$ cat src/source/isa_pkg.sv
`default_nettype none

package isa_pkg;

    localparam int word_width = 32;
    localparam logic [word_width-1:0] reset_pc = 32'h8000_0000;

    // Primary opcodes that matter to static prediction
    typedef enum logic [5:0] {
        op_special = 6'h00,
        op_regimm  = 6'h01,
        op_j       = 6'h02,
        op_jal     = 6'h03,
        op_beq     = 6'h04,
        op_bne     = 6'h05,
        op_blez    = 6'h06,
        op_bgtz    = 6'h07
    } opcode_e;

    localparam int opcode_msb = 31;
    localparam int opcode_lsb = 26;
    localparam int imm_msb    = 15;
    localparam int imm_lsb    = 0;
    localparam int index_msb  = 25;
    localparam int index_lsb  = 0;

    // REGIMM keeps its branch kind in the rt field
    localparam int rt_msb = 20;
    localparam int rt_lsb = 16;
    localparam logic [4:0] rt_bltz = 5'b00000;
    localparam logic [4:0] rt_bgez = 5'b00001;

endpackage

`default_nettype wire

$ cat src/source/branch_predictor.sv
`timescale 1ns/100ps
`default_nettype none

module branch_predictor (
    input  wire logic [isa_pkg::word_width-1:0] pc,
    input  wire logic [isa_pkg::word_width-1:0] inst,
    output logic                                pred_taken,
    output logic [isa_pkg::word_width-1:0]      pred_target
);
    import isa_pkg::*;

    opcode_e               opcode;
    logic [4:0]            regimm_rt;
    logic [word_width-1:0] pc_plus4;
    logic [word_width-1:0] jump_target;
    logic [word_width-1:0] branch_target;
    logic                  backward;

    assign opcode    = opcode_e'(inst[opcode_msb:opcode_lsb]);
    assign regimm_rt = inst[rt_msb:rt_lsb];
    assign pc_plus4  = pc + 32'd4;
    assign backward  = inst[imm_msb];

    // Jump keeps the region bits of the delay slot address
    assign jump_target = {pc_plus4[word_width-1:index_msb+3], inst[index_msb:index_lsb], 2'b00};
    assign branch_target = pc_plus4 +
        {{(word_width-imm_msb-3){inst[imm_msb]}}, inst[imm_msb:imm_lsb], 2'b00};

    always_comb begin
        pred_taken  = 1'b0;
        pred_target = '0;
        case (opcode)
            op_j, op_jal: begin
                pred_taken  = 1'b1;
                pred_target = jump_target;
            end
            op_beq, op_bne, op_blez, op_bgtz: begin
                pred_taken  = backward;
                pred_target = backward ? branch_target : '0;
            end
            op_regimm: begin
                if (regimm_rt == rt_bltz || regimm_rt == rt_bgez) begin
                    pred_taken  = backward;
                    pred_target = backward ? branch_target : '0;
                end
            end
            // Register jumps have no target known at fetch
            op_special: pred_taken = 1'b0;
            default:    pred_taken = 1'b0;
        endcase
    end

endmodule

`default_nettype wire

$ cat config.mk
export PLATFORM = sky130hd
export DESIGN_NAME = branch_predictor
export DESIGN_NICKNAME = d
export VERILOG_FILES = /design/src/source/isa_pkg.sv /design/src/source/branch_predictor.sv
export SDC_FILE = /design/constraint.sdc
export NUM_CORES = 1
export LEC_CHECK = 0
export BUFFER_PORTS_ARGS = -buffer_cell sky130_fd_sc_hd__buf_2
export CORE_ASPECT_RATIO = 0.6
export CORE_UTILIZATION = 30
export DETAILED_ROUTE_END_ITERATION = 16
export PLACE_DENSITY = 0.54
export SLEW_MARGIN = 20
export SYNTH_ARGS = -nofsm -noshare
export SYNTH_HDL_FRONTEND = slang
export SYNTH_SLANG_ARGS = --single-unit
$ cat constraint.sdc
create_clock -name vclk -period 3.6
set_input_delay 0.18 -clock vclk [all_inputs]
set_output_delay 0.18 -clock vclk [all_outputs]
set_load 0.02 [all_outputs]
==> Flow_metrics.wiki <==
{| class="wikitable"
! Metric !! Value
|-
| Total area of multi-input combinational cells || 2580 um2
|-
| Unrepaired setup endpoints after global routing || false
|-
| Run status || finished, final reports clean
|-
| Smallest hold slack || 675 ps
|-
| Worst-path maximum fanout || 8
|-
| Count of fill cells added during filler insertion || 949
|-
| Unique cell type count in the Yosys netlist || 50
|-
| Die extent in x || 124 um
|-
| Routability congestion estimate from global placement || 0.882
|-
| Max-slew violation count || 0
|-
| CP Cell Sequence || buf_2, nand3_1, or2_1, nor2_1, xor2_1, ha_1, buf_4, nand4_1, o211ai_1, buf_4, nor2_1, a21oi_1, a211oi_1, xor2_1, o21ai_1, buf_2
|-
| Cell leakage power || 1.57 nW
|-
| Antenna violations before repair || 0
|-
| Fraction of final layout cells with drive strength greater than 1 || 0.252
|-
| Final setup vio count || 0
|-
| Path type of the worst setup path || primary input to primary output
|-
| Die boundary height || 75.1 um
|-
| Least setup slack across all paths after layout || 275 ps
|-
| P per Cell Area || 139 nW/um2
|-
| Post-DP HPWL || 8.12 mm
|-
| Synth Area per Inst || 6.54 um2
|-
| Worst ir drop on vdd || 34.2 uV
|-
| Share of total power consumed by net switching || 0.597
|-
| Layout overhead on the synthesized area || 24.7%
|-
| Sequential cell count of the final layout || 0
|-
| Synth warnings || 0
|-
| Vias/cell || 5.44
|-
| Total Nets Final || 601
|-
| Final std cells w/o fill || 612
|-
| Final hold viol count || 0
|-
| Iteration-0 DRC Markers || 198
|-
| Initial core utilization || 0.311
|-
| Max Freq || 301 MHz
|-
| Core ar. || 8590 um2
|-
| Vias in the first global route || 2841
|-
| Placement Setup Slack || 185 ps
|-
| Count of antenna-violating nets left after detailed routing || 0
|-
| Share of total power in sequential cells || 0
|-
| Cell Rows || 26
|-
| Worst path arrival time || 3140 ps
|-
| Core Util, Final || 0.389
|-
| Number of detailed-route iterations in the first pass || 5
|-
| Clock buffer cells || 0
|-
| Setup TNS after final layout || 0 ps
|-
| Critical Path End Type || primary output
|-
| Top cells by area, synth || sky130_fd_sc_hd__ha_1 16%, sky130_fd_sc_hd__xnor2_1 8.8%, sky130_fd_sc_hd__nand2_1 8.0%
|-
| Overall Global Routing Usage || 0.201
|-
| Cell-internal power || 0.186 mW
|-
| Via Count || 3329
|-
| Placed Instance Area || 3300 um2
|-
| Cell depth of the worst min-delay path || 3
|-
| Leading cell types in the layout, fill and taps excluded || 97 x sky130_fd_sc_hd__buf_2, 57 x sky130_fd_sc_hd__nand2_1, 33 x sky130_fd_sc_hd__a21oi_1
|-
| Stage delay of the slowest cell on the critical path || 330 ps
|-
| Cell at the slowest stage of the critical path || sky130_fd_sc_hd__or2_1
|-
| Power spent charging and discharging nets || 0.276 mW
|-
| First-pass GRT wire length || 14.6 mm
|-
| Largest net degree at the start of global routing || 32
|-
| Net count after synthesis || 508
|-
| Die Footprint || 9310 um2
|-
| Number of buffer cells added on primary ports || 97
|-
| Min-delay src || pc[0]
|-
| Most common library cell in the layout ignoring fill and taps || sky130_fd_sc_hd__buf_2
|-
| Yosys top cell area share || 0.159
|-
| Number of cells in the design after placement || 609
|-
| Critical Path RT || 3420 ps
|-
| CTS hold repair buffers || 0
|-
| PnR Total Power || 0.462 mW
|-
| Cell count after synthesis || 409
|-
| Final critical delay including setup and external delays || 3320 ps
|-
| Slew at the pin closest to its max-slew limit || 966 ps
|-
| Proportion of synthesized chip area in sequential cells || 0
|-
| Sequential cell area in the final layout || 0 um2
|-
| Max-cap violations || 0
|-
| Remaining max-slew budget at the tightest pin || 0.354
|-
| Combinational share of power || 1.000
|-
| Number of antenna repair diodes || 0
|-
| GRT Residual Overflow || 0
|-
| Clock power share || 0
|-
| DRC viols || 0
|-
| Sum of routed wire length over all layers || 9.57 mm
|-
| Leading area contributor after synthesis || sky130_fd_sc_hd__ha_1
|-
| Path class of the lowest-slack min-delay path || primary input to primary output
|-
| Fin crit share || 0.924
|-
| Post-route standard cell area excluding fillers || 3340 um2
|-
| Wirelength per Cell || 15.6 um
|-
| Combined area of all synthesized cells || 2680 um2
|-
| Hold path endpoint || pred_target[0]
|-
| Number of I/O pins || 97
|-
| Critical Path Start Type || primary input
|}
worst max path at each step:
stage | slack (ps) | to | depth (start not counted) | from
2_1_floorplan | 600 | pred_target[30] | 14 | pc[7]
3_3_place_gp | 220 | pred_target[21] | 15 | pc[4]
3_5_place_dp | 190 | pred_target[29] | 15 | pc[7]
4_1_cts | 160 | pred_target[29] | 15 | pc[7]
5_1_grt | 4 | pred_target[26] | 16 | pc[7]
6_report | 280 | pred_target[26] | 16 | pc[7]
what timing repair did:
action / in CTS / in global routing
resized for setup: 0 / 4
setup endpoints to repair: 0 / 8
endpoints found under the hold margin: 0 / 0
buffers inserted: 0 / 3
per-layer routing:
layer  vias to the layer above  track usage  part of all wire
met2                       129        0.256              0.35
met4                         0       0.0132           0.00042
met3                         2       0.0205             0.078
li1                       1686            -                 -
met1                      1512        0.348              0.58
met5                         -            0                 0
cells in the mapped netlist, types with 2 or more instances:
cell type	count
sky130_fd_sc_hd__nand2b_1	8
sky130_fd_sc_hd__a32o_1	3
sky130_fd_sc_hd__or2_1	2
sky130_fd_sc_hd__nand4_1	19
sky130_fd_sc_hd__nor3_1	11
sky130_fd_sc_hd__and3_1	12
sky130_fd_sc_hd__o21ai_1	12
sky130_fd_sc_hd__a21oi_1	34
sky130_fd_sc_hd__o21ai_0	24
sky130_fd_sc_hd__a21o_1	10
sky130_fd_sc_hd__clkbuf_1	17
sky130_fd_sc_hd__nor4_1	2
sky130_fd_sc_hd__o2111ai_1	2
sky130_fd_sc_hd__nand3_1	23
sky130_fd_sc_hd__xnor2_1	27
sky130_fd_sc_hd__nand2_1	57
sky130_fd_sc_hd__inv_1	8
sky130_fd_sc_hd__a31oi_1	6
sky130_fd_sc_hd__nor2_1	25
sky130_fd_sc_hd__and4_1	2
sky130_fd_sc_hd__o21a_1	4
sky130_fd_sc_hd__mux2i_1	3
sky130_fd_sc_hd__o211ai_1	6
sky130_fd_sc_hd__nor2b_1	2
sky130_fd_sc_hd__xor2_1	22
sky130_fd_sc_hd__a211oi_1	5
sky130_fd_sc_hd__a21oi_2	3
sky130_fd_sc_hd__nand3b_1	2
sky130_fd_sc_hd__and2_1	4
sky130_fd_sc_hd__ha_1	34
logic make-up after synthesis:
kind of cell,after synthesis,synth area share
buf+inv,27,0.0412
simple gates,175,0.333
compound gates,120,0.288
fa+ha+maj,35,0.167
mux,3,0.0112
xor+xnor,49,0.160
worst max-delay path, delay by kind of cell:
| kind | cells | cell delay, ps |
|---|---|---|
| AND/OR/NAND/NOR | 5 | 900 |
| buffers and inverters | 4 | 620 |
| AO/OA/AOI/OAI | 4 | 620 |
| XOR/XNOR | 2 | 520 |
| adder cells (fa/ha/maj) | 1 | 300 |
power groups by stage:
stage | logic, mW | registers [mW] | clock network (mW)
floorplan | 0.299 | 0 | 0
global placement | 0.448 | 0 | 0
detailed placement | 0.450 | 0 | 0
CTS | 0.453 | 0 | 0
global route | 0.512 | 0 | 0
finish | 0.462 | 0 | 0
final cells by class:
type	count	share of cell area
tap	112	0.0420
inverter	8	0.00900
timing repair buffer	110	0.175
multi-input combinational	382	0.774
No activity file was read; power rests on OpenSTA's default activity.
