File: config.mk
export PLATFORM = sky130hd
export DESIGN_NAME = fetch_unit_flat
export DESIGN_NICKNAME = d
export VERILOG_FILES = /design/src/source/isa_pkg.sv /design/src/source/fetch_pkg.sv /design/src/source/fetch_cache_if.sv /design/src/source/fetch_unit.sv /design/src/flat_wrapper.sv
export SDC_FILE = /design/constraint.sdc
export NUM_CORES = 1
export LEC_CHECK = 0
export BUFFER_PORTS_ARGS = -buffer_cell sky130_fd_sc_hd__buf_4
export CAP_MARGIN = 5
export CORE_UTILIZATION = 26
export CTS_CLUSTER_SIZE = 40
export DETAILED_ROUTE_END_ITERATION = 10
export PLACE_DENSITY = 0.62
export REMOVE_ABC_BUFFERS = 1
export SYNTH_ARGS = -nofsm -noshare
export SYNTH_HDL_FRONTEND = slang
export SYNTH_SLANG_ARGS = --single-unit
File: constraint.sdc
create_clock -name clk -period 7.15 [get_ports clk]
set_clock_uncertainty 0.05 [all_clocks]
set_input_delay 1.0725 -clock clk [delete_from_list [all_inputs] [get_ports clk]]
set_output_delay 1.0725 -clock clk [all_outputs]
set_load 0.03 [all_outputs]
File: src/source/isa_pkg.sv
`default_nettype none

package isa_pkg;

    localparam int word_width = 32;
    localparam logic [word_width-1:0] reset_pc = 32'h8000_0000;

    // Primary opcodes that matter to static prediction
    typedef enum logic [5:0] {
        op_special = 6'h00,
        op_regimm  = 6'h01,
        op_j       = 6'h02,
        op_jal     = 6'h03,
        op_beq     = 6'h04,
        op_bne     = 6'h05,
        op_blez    = 6'h06,
        op_bgtz    = 6'h07
    } opcode_e;

    localparam int opcode_msb = 31;
    localparam int opcode_lsb = 26;
    localparam int imm_msb    = 15;
    localparam int imm_lsb    = 0;
    localparam int index_msb  = 25;
    localparam int index_lsb  = 0;

    // REGIMM keeps its branch kind in the rt field
    localparam int rt_msb = 20;
    localparam int rt_lsb = 16;
    localparam logic [4:0] rt_bltz = 5'b00000;
    localparam logic [4:0] rt_bgez = 5'b00001;

endpackage

`default_nettype wire

File: src/source/fetch_pkg.sv
`default_nettype none

package fetch_pkg;

    // Cache geometry, a line holds four instruction words
    localparam int line_words  = 4;
    localparam int line_count  = 64;
    localparam int offset_bits = $clog2(line_words);
    localparam int index_bits  = $clog2(line_count);
    localparam int tag_bits    = isa_pkg::word_width - index_bits - offset_bits - 2;

    // Redirect request from execute
    typedef struct packed {
        logic                             en;
        logic [isa_pkg::word_width-1:0] pc;
    } redirect_t;

    typedef enum logic [1:0] {
        refill_idle,
        refill_request,
        refill_fill
    } refill_state_e;

endpackage

`default_nettype wire

File: src/source/fetch_cache_if.sv
`timescale 1ns/100ps
`default_nettype none

interface fetch_cache_if;
    import isa_pkg::*;

    logic [word_width-1:0] pc;
    logic                  hit;
    // Words at pc and pc+4, only meaningful while hit is high
    logic [word_width-1:0] inst0;
    logic [word_width-1:0] inst1;

    modport fetch (
        output pc,
        input  hit, inst0, inst1
    );

    modport cache (
        input  pc,
        output hit, inst0, inst1
    );

endinterface

`default_nettype wire

File: src/source/fetch_unit.sv
`timescale 1ns/100ps
`default_nettype none

module fetch_unit (
    input  wire logic                           clk,
    input  wire logic                           rst,
    fetch_cache_if.fetch                        cache,
    input  wire fetch_pkg::redirect_t           redirect,
    input  wire logic                           stall,
    input  wire logic                           pred_taken0,
    input  wire logic                           pred_taken1,
    input  wire logic [isa_pkg::word_width-1:0] pred_target0,
    input  wire logic [isa_pkg::word_width-1:0] pred_target1,
    output logic                                bundle_valid,
    output logic [1:0]                          bundle_count,
    output logic [isa_pkg::word_width-1:0]      bundle_pc,
    output logic [1:0][isa_pkg::word_width-1:0] bundle_inst,
    output logic [1:0]                          bundle_pred_taken,
    output logic [1:0][isa_pkg::word_width-1:0] bundle_pred_target,
    output logic                                fetch_stall
);
    import isa_pkg::*;
    import fetch_pkg::*;

    logic [word_width-1:0] pc;
    logic [word_width-1:0] pc_next;
    logic                  delay_flag;
    logic                  delay_flag_next;
    logic [word_width-1:0] delay_target;
    logic [word_width-1:0] delay_target_next;
    redirect_t             held_redirect;
    redirect_t             active_redirect;
    logic                  advance;
    logic                  last_in_line;
    logic [1:0]            issue_count;

    assign advance         = cache.hit && !stall;
    assign active_redirect = redirect.en ? redirect : held_redirect;
    assign last_in_line    = (pc[offset_bits+1:2] == offset_bits'(line_words - 1));

    assign cache.pc     = pc;
    assign fetch_stall  = !cache.hit;
    assign bundle_valid = cache.hit && !active_redirect.en;
    assign bundle_pc    = pc;
    assign bundle_count = issue_count;

    always_comb begin
        pc_next           = pc + 32'd8;
        delay_flag_next   = 1'b0;
        delay_target_next = delay_target;
        issue_count       = 2'd2;
        if (active_redirect.en) begin
            pc_next     = active_redirect.pc;
            issue_count = 2'd0;
        end else if (delay_flag) begin
            // Delay slot goes out alone, then the branch is followed
            pc_next     = delay_target;
            issue_count = 2'd1;
        end else if (last_in_line) begin
            pc_next     = pc + 32'd4;
            issue_count = 2'd1;
            if (pred_taken0) begin
                delay_flag_next   = 1'b1;
                delay_target_next = pred_target0;
            end
        end else if (pred_taken1) begin
            delay_flag_next   = 1'b1;
            delay_target_next = pred_target1;
        end else if (pred_taken0) begin
            pc_next = pred_target0;
        end
    end

    always_comb begin
        bundle_inst        = '0;
        bundle_pred_taken  = '0;
        bundle_pred_target = '0;
        if (issue_count != 2'd0) begin
            bundle_inst[0]        = cache.inst0;
            bundle_pred_taken[0]  = pred_taken0;
            bundle_pred_target[0] = pred_target0;
        end
        if (issue_count == 2'd2) begin
            bundle_inst[1]        = cache.inst1;
            bundle_pred_taken[1]  = pred_taken1;
            bundle_pred_target[1] = pred_target1;
        end
    end

    always_ff @(posedge clk) begin
        if (rst) begin
            pc            <= reset_pc;
            delay_flag    <= 1'b0;
            held_redirect <= '0;
        end else if (advance) begin
            pc            <= pc_next;
            delay_flag    <= delay_flag_next;
            held_redirect <= '0;
        end else if (redirect.en) begin
            // Kept until fetch can move, a newer one replaces it
            held_redirect <= redirect;
        end
    end

    always_ff @(posedge clk) begin
        if (advance) begin
            delay_target <= delay_target_next;
        end
    end

endmodule

`default_nettype wire

File: src/flat_wrapper.sv
// flat-port wrapper written by rule: the top's interface ports become plain ports
module fetch_unit_flat import isa_pkg::*; import fetch_pkg::*;
  (clk, rst, redirect, stall, pred_taken0, pred_taken1, pred_target0, pred_target1, bundle_valid, bundle_count, bundle_pc, bundle_inst, bundle_pred_taken, bundle_pred_target, fetch_stall, cache_pc, cache_hit, cache_inst0, cache_inst1);
  fetch_cache_if cache_i ();
  input  wire logic clk;
  input  wire logic rst;
  input  wire fetch_pkg::redirect_t redirect;
  input  wire logic stall;
  input  wire logic pred_taken0;
  input  wire logic pred_taken1;
  input  wire logic [isa_pkg::word_width-1:0] pred_target0;
  input  wire logic [isa_pkg::word_width-1:0] pred_target1;
  output logic bundle_valid;
  output logic [1:0] bundle_count;
  output logic [isa_pkg::word_width-1:0] bundle_pc;
  output logic [1:0][isa_pkg::word_width-1:0] bundle_inst;
  output logic [1:0] bundle_pred_taken;
  output logic [1:0][isa_pkg::word_width-1:0] bundle_pred_target;
  output logic fetch_stall;
  output wire logic [$bits(cache_i.pc)-1:0] cache_pc;
  input wire logic [$bits(cache_i.hit)-1:0] cache_hit;
  input wire logic [$bits(cache_i.inst0)-1:0] cache_inst0;
  input wire logic [$bits(cache_i.inst1)-1:0] cache_inst1;
  assign cache_pc = cache_i.pc;
  assign cache_i.hit = cache_hit;
  assign cache_i.inst0 = cache_inst0;
  assign cache_i.inst1 = cache_inst1;
  fetch_unit u_core (.clk(clk), .rst(rst), .cache(cache_i), .redirect(redirect), .stall(stall), .pred_taken0(pred_taken0), .pred_taken1(pred_taken1), .pred_target0(pred_target0), .pred_target1(pred_target1), .bundle_valid(bundle_valid), .bundle_count(bundle_count), .bundle_pc(bundle_pc), .bundle_inst(bundle_inst), .bundle_pred_taken(bundle_pred_taken), .bundle_pred_target(bundle_pred_target), .fetch_stall(fetch_stall));
endmodule
==> results.md, run 1 <==
- Status: finished with violations
- Violated checks: DRC
- CP Data Required Time: just over 6000 ps
- First-pass GRT wire length: about 43 mm
- DRT Pass-1 Iters: 8
- Site row count: 59
- Final nets: between 1k and 1.5k
- Pwr/cell area: 168 nW/um^2
- Worst skew pair latency: 360 ps
- Overall routing resource usage: 20.2%
- Crit path arrival time: 3460 ps
- Worst setup SP type: input pin
- Number of global-route vias before repair: about 7.4k
- Finished layout cell area: ~10000 sq um
- Worst Tran Pin Value: 1030 ps
- CTS Buffer Depth: 2
- Hold path depth: 2
- Clock Power Share: a little under a third
- Final HPWL DP: approximately 20 mm
- H-tree depth: 3
- Synth-to-layout area growth: 43.8%
- Crit path time final: 4580 ps
- Routed WL: roughly 28 mm
- Placed cells: around 1.5k
- Num ports: approximately 370
- Reg clk slew, reported paths: about 70 ps
- DRT iter0 DRCs: 569
- Largest net degree at the start of global routing: 89
- Reg-to-reg endpoint: u_core.bundle_pc[11]
- EDFF count, synth: 32
- Routed wire per std cell: 18.4 um
- Layout cell share with drive strength beyond 1: approximately a third
- Placed inst area: around 9800 sq um
- DR vias: approximately 7.7k
- # resized after CTS: 0
- Die ar.: 27600 sq um
- Part of the power in registers: 37.6%
- Setup TNS: 0 ps
- Hold Path Class: register to register
- Hold Buf Count CTS: 0
- Fillers: 2736
- Seq cells post-synth: about 100
- Final Core Density: 38.3%
- Num CTS Buffers: 9
- Initial antenna violation count: 2
- Residual DRC count: 16
- Relative slew slack: 31.4%
- Post-CTS Setup Inserts: 0
- Sequential share of the synthesized area: around 33%
- Worst R2R Setup Slack: about 3700 ps
- Worst hold path endpoint: u_core.bundle_pc[0]
- Top-area cell type share of the netlist area: between 10% and 20%
- Initial core utilization: a little over a quarter
- TritonCTS clock tree: yes
- Asr flop ratio synth: 0%
- Final setup fails: 0
- Ranking of synthesized cells by area: dfxtp_1 (19%), edfxtp_1 (14%), and2_1 (8.9%)
- Hold Violations, Final: 0
- GP Congestion: 0.838
- CP Max Fanout: 36
- Crit share post-route: between 60% and 70%
- Max-cap violations: 0
- Final Max Slew Viols: 0
- Post-DRT Antenna Nets: 0
- RSZ-0062 raised after global routing: no
- Port Buffer Count: roughly 360
- Vias per cell: just under 5
- Max Freq: around 220 MHz
- Synth area leader: dfxtp_1
- P_leak: roughly 0.0044 uW
- Gate Count Post-Synth: 922
- Root Buffer: clkbuf_16
- Post-Syn Area: roughly 7000 sq um
- Max IR drop VDD: around 100 uV
- Syn avg cell area: ~7.6 sq um
- Yosys cell types: 60
- Die span in y: approximately 170 um
- Die width: about 170 um
- Net Sw Power: 573 uW
- Hold_sp: u_core.bundle_pc[0]
- Pint: around 1100 uW
- Gr ovfl total: 0
- R2R Path Start: u_core.bundle_pc[2]
- Finished Layout Cells: roughly 1.5k
- Combinational group share of total power: 30.9%
- Critical path class: input pin to primary output
- YS warnings: 0
- CORE AREA: ~26000 sq um
- Setup crit end kind: primary output
- Clk sinks: 98
- FF-to-FF path depth: 8
- Sw frac: approximately 34%
- Synth Flop Type: dfxtp_1
-- stage by stage --
step | hold slack [ps] | power, uW | worst slack [ps]
floorplan | 395 | 915 | -46.4
global route | 463 | 1770 | 2280
detailed placement | 419 | 1170 | 2540
global placement | 404 | 1170 | 2660
finish | 424 | 1690 | 2570
CTS | 428 | 1700 | 2540
-- cell usage in the layout (no fill, tap or decap), types with 19 or more instances in the layout --
cell | Yosys | routed
edfxtp_1 | 32 | 32
nor3_1 | 26 | 25
and2_1 | 100 | 100
a21oi_1 | 51 | 51
nand2b_1 | 42 | 42
nor2_1 | 109 | 107
nand2_1 | 122 | 121
buf_4 | 38 | 378
mux2i_1 | 30 | 30
o21ai_0 | 33 | 33
xnor2_1 | 19 | 19
dfxtp_1 | 66 | 66
-- worst max-delay path, stage by stage --
cell	delay, ps
buf_4	230
nor2_4	160
nand2_2	520
nor2_2	1020
and2_1	250
buf_4	160
-- area by class of cell --
| cell class | count | area (sq um) | share of cell area, % |
|---|---|---|---|
| diodes | 2 | 5.00 | 0.0497 |
| well taps | 335 | 419 | 4.16 |
| flip-flops and latches | 98 | 2280 | 22.6 |
| clock inverters | 7 | 91.3 | 0.906 |
| multi-input cells | 707 | 4170 | 41.4 |
| repair buffers | 378 | 2840 | 28.2 |
| inverters | 12 | 45.0 | 0.447 |
| clock buffers | 9 | 225 | 2.24 |
-- power by group through the flow --
| stage | clock (uW) | combinational (uW) | sequential [uW] |
|---|---|---|---|
| global placement | 0 | 519 | 647 |
| global route | 569 | 558 | 639 |
| detailed placement | 0 | 523 | 648 |
| floorplan | 0 | 236 | 679 |
| CTS | 542 | 525 | 636 |
| finish | 533 | 522 | 636 |
-- layer usage --
| metal | vias to the layer above | GRT usage, % | routed length, um | part of all wire [%] |
|---|---|---|---|---|
| met5 | - | 0 | 0 | 0 |
| met3 | 24 | 3.72 | 1960 | 6.9 |
| met4 | 0 | 4.67 | 422 | 1.5 |
| met2 | 342 | 35.8 | 14100 | 50 |
| met1 | 3580 | 25.2 | 11900 | 42 |
| li1 | 3736 | - | - | - |
-- state kept, by name, indices dropped and copies added (netlist names) --
signal,count
u_core.delay_target,32
u_core.delay_flag,1
u_core.bundle_pc,32
u_core.held_redirect,33
-- cell families (layout without fill, tap and decap cells) --
family | Yosys count | in the layout | synth area share (%)
adders and majority gates | 2 | 2 | 0.357
other | 0 | 2 | 0
buffers and inverters | 117 | 406 | 8.45
AOI/OAI and AO/OA | 169 | 169 | 15.8
xor gates and xnor gates | 23 | 23 | 2.87
muxes | 34 | 34 | 4.93
and+or+nand+nor | 479 | 479 | 35.0
DFF | 98 | 98 | 32.6
-- cell usage after synthesis (4+ instances only) --
cell,count
o31ai_1,4
clkbuf_1,58
buf_2,7
and2_1,100
xor2_1,4
nor4_1,9
or3_1,4
o21ai_0,33
nand2b_1,42
nor3b_1,4
a31oi_1,6
a21oi_1,51
inv_1,12
nand2_1,122
a221oi_1,18
nor2_1,109
dfxtp_1,66
o21ai_1,5
a211oi_1,14
xnor2_1,19
nand4_1,16
nor2b_1,9
a211o_1,5
nor3_1,26
o211ai_1,5
mux2_2,4
and3_1,8
nand3_1,16
buf_4,38
edfxtp_1,32
mux2i_1,30
-- how the worst max path moves through the flow --
stage | from | slack [ps] | endpoint
global route | redirect[32] | 2280 | bundle_inst[33]
CTS | redirect[32] | 2540 | bundle_inst[42]
floorplan | redirect[32] | -50 | u_core.delay_target[0]
detailed placement | redirect[32] | 2540 | bundle_inst[42]
finish | redirect[32] | 2570 | bundle_inst[42]
global placement | redirect[32] | 2660 | bundle_inst[55]
Power figures use the tool's default switching activity.
==> run 2: changes to the inputs <==
--- a/config.mk
+++ b/config.mk
@@ -5,12 +5,13 @@
 export SDC_FILE = /design/constraint.sdc
 export NUM_CORES = 1
 export LEC_CHECK = 0
+export ABC_AREA = 1
 export BUFFER_PORTS_ARGS = -buffer_cell sky130_fd_sc_hd__buf_4
 export CAP_MARGIN = 5
 export CORE_UTILIZATION = 26
 export CTS_CLUSTER_SIZE = 40
 export DETAILED_ROUTE_END_ITERATION = 10
-export PLACE_DENSITY = 0.62
+export PLACE_DENSITY = 0.63
 export REMOVE_ABC_BUFFERS = 1
 export SYNTH_ARGS = -nofsm -noshare
 export SYNTH_HDL_FRONTEND = slang
==> constraint.sdc (replaced) <==
create_clock -name clk -period 3.9 [get_ports clk]
set_clock_uncertainty 0.05 [all_clocks]
set_input_delay 0.585 -clock clk [delete_from_list [all_inputs] [get_ports clk]]
set_output_delay 0.585 -clock clk [all_outputs]
set_load 0.03 [all_outputs]
==> results.md, run 2 <==
- YS warnings: 0
- Hold Buf Count CTS: 0
- Yosys cell types: 36
- Site row count: 60
- Reg clk slew, reported paths: approximately 80 ps
- DRT Pass-1 Iters: 4
- Gr ovfl total: 0
- Setup crit end kind: primary output
- Initial antenna violation count: 1
- GP Congestion: 0.885
- CP Max Fanout: 28
- CTS Buffer Depth: 2
- Status: finished clean
- Ranking of synthesized cells by area: dfxtp_1 (18%), nor2_1 (15%), edfxtp_1 (13%)
- Initial core utilization: about a quarter
- Die ar.: 28400 sq um
- Asr flop ratio synth: 0%
- Port Buffer Count: about 360
- Fillers: a little under 3k
- Top sig layer: met4
- Final nets: approximately 1.6k
- Post-DRT Antenna Nets: 0
- Residual DRC count: 0
- Synth Flop Type: dfxtp_1
- Largest net degree at the start of global routing: 66
- Sequential share of the synthesized area: about a third
- Relative slew slack: between 30% and 40%
- Pwr/cell area: between 300 and 400 nW/um^2
- Largest Register: u_core.held_redirect
- First-pass GRT wire length: about 48 mm
- Most frequent cell after synthesis: nor2_1
- Routed WL: ~32 mm
- Max Freq: about 320 MHz
- Final HPWL DP: between 20 and 25 mm
- FF-to-FF path depth: 8
- # resized after CTS: 0
- Synth-to-layout area growth: 44.4%
- Post-Syn Area: approximately 7200 sq um
- Max stage delay on crit path: approximately 410 ps
- Root Buffer: clkbuf_16
- Worst Tran Pin Value: just over 1000 ps
- Syn avg cell area: between 6 and 7 sq um
- Crit path time final: around 3100 ps
- H-tree depth: 3
- CORE AREA: about 27000 sq um
- Final setup fails: 0
- Number of global-route vias before repair: between 8k and 9k
- Wire length on met3: ~1.5 mm
- Die span in y: between 150 and 200 um
- RSZ-0062 raised after global routing: no
- Critical path class: register to primary output
- Crit path arrival time: 2460 ps
- Hold Violations, Final: 0
- Final Max Slew Viols: 0
- TritonCTS clock tree: yes
- EDFF count, synth: 32
- Seq cells post-synth: about 100
- Synth area leader: dfxtp_1
- Top-area cell type share of the netlist area: between 10% and 20%
- Layout cell share with drive strength beyond 1: a little under a third
- Clk sinks: between 90 and 100
- Finished layout cell area: around 10000 sq um
- P_leak: around 0.0053 uW
- Post-CTS Setup Inserts: 0
- Register Area: between 2000 and 2500 sq um
- Hold Path Class: input pin to register
- Worst skew pair latency: roughly 370 ps
- Placed inst area: between 10000 and 15000 sq um
- Num CTS Buffers: 9
- Overall routing resource usage: roughly 22%
- Max IR drop VDD: around 210 uV
- Most used cell, CP: buf_4
- Area of the multi-input gates: about 3800 sq um
- Hold path depth: 2
- CP Data Required Time: between 3000 and 4000 ps
- Vias per cell: about 4.6
- Most frequent cells in the layout: buf_4 (383), nor2_1 (287), nand2_1 (175), inv_1 (155), o21ai_0 (93)
- DR vias: 8414
- Slowest-stage cell, CP: inv_2
- DRT iter0 DRCs: between 300 and 400
- Commonest non-fill, non-tap cell in the layout: buf_4
- Max-cap violations: 0
- Most frequent cells after synthesis: nor2_1 (288), nand2_1 (175), inv_1 (157)
- Met2 WL: around 17 mm
- Worst setup SP type: register
- Die width: 169 um
- Max FFs per register: 33
- Pwr Total: 3150 uW
- Crit share post-route: 79.3%
- Gate Count Post-Synth: 1150
- Cell Chain, Critical Path: ha_1, buf_4, inv_2, buf_4, nand2_1, nor2_1, buf_4
- Num ports: roughly 370
- Routed wire per std cell: roughly 17 um
- Met1 Routed Length: approximately 13 mm
-- run 2: logic make-up after synthesis --
| logic type | Yosys count | share of synthesized area [%] |
|---|---|---|
| simple gates | 589 | 34.8 |
| buf+inv | 250 | 15.2 |
| compound gates | 171 | 12.6 |
| flops | 98 | 31.6 |
| mux | 32 | 4.44 |
| xor+xnor | 8 | 0.972 |
| fa+ha+maj | 2 | 0.347 |
-- run 2: layout make-up --
cell class / count / share of cell area (%)
diodes: 1 / 0.0240
clock buffers: 9 / 2.16
clock inverters: 7 / 0.841
inverters: 162 / 5.85
multi-input cells: 802 / 36.9
flip-flops and latches: 98 / 21.9
well taps: 372 / 4.47
repair buffers: 384 / 27.8
-- run 2: metrics by stage --
step	std cells	setup WS [ps]	setup TNS (ps)	hold slack (ps)	util, %
floorplan	1062	-840	-26870	400	-
global placement	1818	1110	0	420	37.3
detailed placement	1818	1090	0	425	37.3
CTS	1834	786	0	379	38.4
global route	1835	624	0	390	38.4
finish	1835	809	0	395	38.4
-- run 2: worst paths after layout --
kind / from / end / slack [ps]
setup / recovery: u_core.bundle_pc[2] / bundle_pred_target[49] / 810
hold / removal: rst / u_core.bundle_pc[0] / 400
setup reg to reg: u_core.bundle_pc[2] / u_core.bundle_pc[1] / 1270
hold reg to reg: u_core.bundle_pc[0] / u_core.bundle_pc[0] / 440
-- run 2: power by group --
group	leakage [uW]	internal, uW	switching [uW]	total (uW)
clock network	0.000155	517	458	975
logic	0.00432	386	631	1020
registers	0.000832	1100	60.8	1160
total	0.00531	2000	1150	3150
-- run 2: worst max-delay path, delay by kind of cell (launching register included) --
| kind | cells | cell delay (ps) |
|---|---|---|
| buffers and inverters | 4 | 1190 |
| DFF | 1 | 370 |
| adders and majority gates | 1 | 250 |
| and+or+nand+nor | 2 | 260 |
-- run 2: metal layers --
| layer | global-route usage [%] | vias up |
|---|---|---|
| met1 | 25.7 | 3889 |
| met4 | 5.10 | 0 |
| met2 | 42.6 | 286 |
| li1 | - | 4214 |
| met5 | 0 | - |
| met3 | 3.83 | 25 |
==> run 3: changes to the inputs <==
--- a/config.mk
+++ b/config.mk
@@ -11,7 +11,7 @@
 export CORE_UTILIZATION = 26
 export CTS_CLUSTER_SIZE = 40
 export DETAILED_ROUTE_END_ITERATION = 10
-export PLACE_DENSITY = 0.63
+export PLACE_DENSITY = 0.62
 export REMOVE_ABC_BUFFERS = 1
 export SYNTH_ARGS = -nofsm -noshare
 export SYNTH_HDL_FRONTEND = slang
==> constraint.sdc (replaced) <==
create_clock -name clk -period 3.2 [get_ports clk]
set_clock_uncertainty 0.05 [all_clocks]
set_input_delay 0.48 -clock clk [delete_from_list [all_inputs] [get_ports clk]]
set_output_delay 0.48 -clock clk [all_outputs]
set_load 0.03 [all_outputs]
==> results.md, run 3 (synthesis gave the netlist of run 2 again) <==
- Critical path class: register to primary output
- TritonCTS clock tree: yes
- CP Depth: 7
- Critical Path End: bundle_inst[61]
- Fillers: between 2k and 3k
- H-tree depth: 3
- CORE AREA: between 20000 and 30000 sq um
- Port Buffer Count: approximately 360
- Crit path arrival time: roughly 2300 ps
- Pre-CTS WS: approximately 570 ps
- Status: finished clean
- Max-cap violations: 0
- First-pass GRT wire length: between 40 and 50 mm
- FF-to-FF path depth: 7
- Final HPWL DP: approximately 25 mm
- Worst setup SP type: register
- Hold_sp: rst
- Die width: ~170 um
- Layout cell share with drive strength beyond 1: between 30% and 40%
- DR vias: about 8.4k
- GP Congestion: 0.872
- Pwr Total: about 3700 uW
- Clk sinks: between 90 and 100
- Die ar.: 28400 sq um
- Hold Path Class: input pin to register
- WP buf/inv: 3
- Max IR drop VDD: 246 uV
- Initial core utilization: about a quarter
- Most frequent cells in the layout: buf_4 (382), nor2_1 (287), nand2_1 (175), inv_1 (156), o21ai_0 (93)
- Worst R2R Setup Slack: 680 ps
- Crit share post-route: approximately 88%
- Reg clk slew, reported paths: around 70 ps
- Worst path top cell family by delay: buffers and inverters
- Most used cell, CP: nor2_1
- Post-DRT Antenna Nets: 0
- Initial antenna violation count: 2
- DRT iter0 DRCs: roughly 410
- Cell Chain, Critical Path: ha_1, nor2_1, inv_1, nor2_1, inv_1, nor2_1, buf_4
- Commonest non-fill, non-tap cell in the layout: buf_4
- Worst Tran Pin Value: 983 ps
- Final worst slack: 394 ps
- Slowest-stage cell, CP: inv_1
- CTS Buffer Depth: 2
- Critical path origin: u_core.bundle_pc[2]
- Final Max Slew Viols: 0
- Final setup fails: 0
- Largest net degree at the start of global routing: 54
- Die span in y: 169 um
- # resized after CTS: 0
- Num ports: 365
- Root Buffer: clkbuf_16
- P_leak: between 0.005 and 0.006 uW
- Worst skew pair latency: 370 ps
- Num CTS Buffers: 9
- Max FFs per register: 33
- Overall routing resource usage: a little over a fifth
- Setup crit end kind: primary output
- Crit path time final: 2810 ps
- Hold Violations, Final: 0
- Hold Buf Count CTS: 0
- CP Max Fanout: 32
- Residual DRC count: 0
- Site row count: 60
- Vias per cell: between 4 and 5
- Gr ovfl total: 0
- Synth-to-layout area growth: 43.6%
- RSZ-0062 raised after global routing: no
- Final nets: ~1.6k
- Post-CTS Setup Inserts: 0
- Routed wire per std cell: between 15 and 20 um
- Number of global-route vias before repair: 8142
- Largest Register: u_core.held_redirect
- R2R Path Start: u_core.bundle_pc[3]
- Reg-to-reg endpoint: u_core.bundle_pc[0]
- CP Data Required Time: 2670 ps
- Max Freq: ~360 MHz
- Relative slew slack: approximately 34%
- Pwr/cell area: around 360 nW/um^2
- Routed WL: between 30 and 40 mm
- Max stage delay on crit path: a little under 400 ps
- DRT Pass-1 Iters: 7
- Final Core Density: a little under two fifths
[run 3: cell types whose count changed in the layout (fill, tap and decap cells not counted)]
cell       delta
buf_4         -1
bufinv_16     -1
diode_2       +1
clkinv_4      +1
inv_6         +1
inv_8         -2
inv_1         +1
buf_12        -1
[run 3: layer usage]
layer  track usage, %  wire length, um
met5                0                5
met4             5.81              626
met3             4.16             1930
met2             41.9            16700
met1             23.6            11900
[run 3: worst min-delay path by stage]
stage	end	slack, ps	depth (start not counted)
2_1_floorplan	u_core.held_redirect[1]	400	2
3_3_place_gp	u_core.held_redirect[17]	420	2
3_5_place_dp	u_core.held_redirect[17]	430	2
4_1_cts	u_core.bundle_pc[1]	290	2
5_1_grt	u_core.bundle_pc[1]	290	2
6_report	u_core.bundle_pc[1]	290	2
[run 3: layout make-up]
cell class | count | area (sq um) | area share (%)
antenna | 2 | 5.00 | 0.0483
clock buffer | 9 | 225 | 2.17
clock inverter | 7 | 56.3 | 0.544
inverter | 162 | 609 | 5.88
multi-input combinational | 802 | 3840 | 37.1
sequential | 98 | 2280 | 22.0
tap | 372 | 465 | 4.49
timing repair buffer | 382 | 2870 | 27.7
[run 3: where the power goes]
| part | internal, uW | total (uW) | switching (uW) |
|---|---|---|---|
| clock | 541 | 1070 | 534 |
| sequential | 1340 | 1420 | 76.7 |
| combinational | 468 | 1230 | 759 |
| total | 2350 | 3720 | 1370 |
[run 3: per-stage QoR]
step / hold WS [ps] / setup TNS, ps / cell area (sq um) / instances
final: 288 / 0 / 10400 / 1834
after global routing: 292 / 0 / 10400 / 1834
after CTS: 287 / 0 / 10300 / 1832
after detailed placement: 426 / 0 / 10100 / 1816
after global placement: 419 / 0 / 10100 / 1816
after floorplan: 400 / -67730 / 6730 / 1062
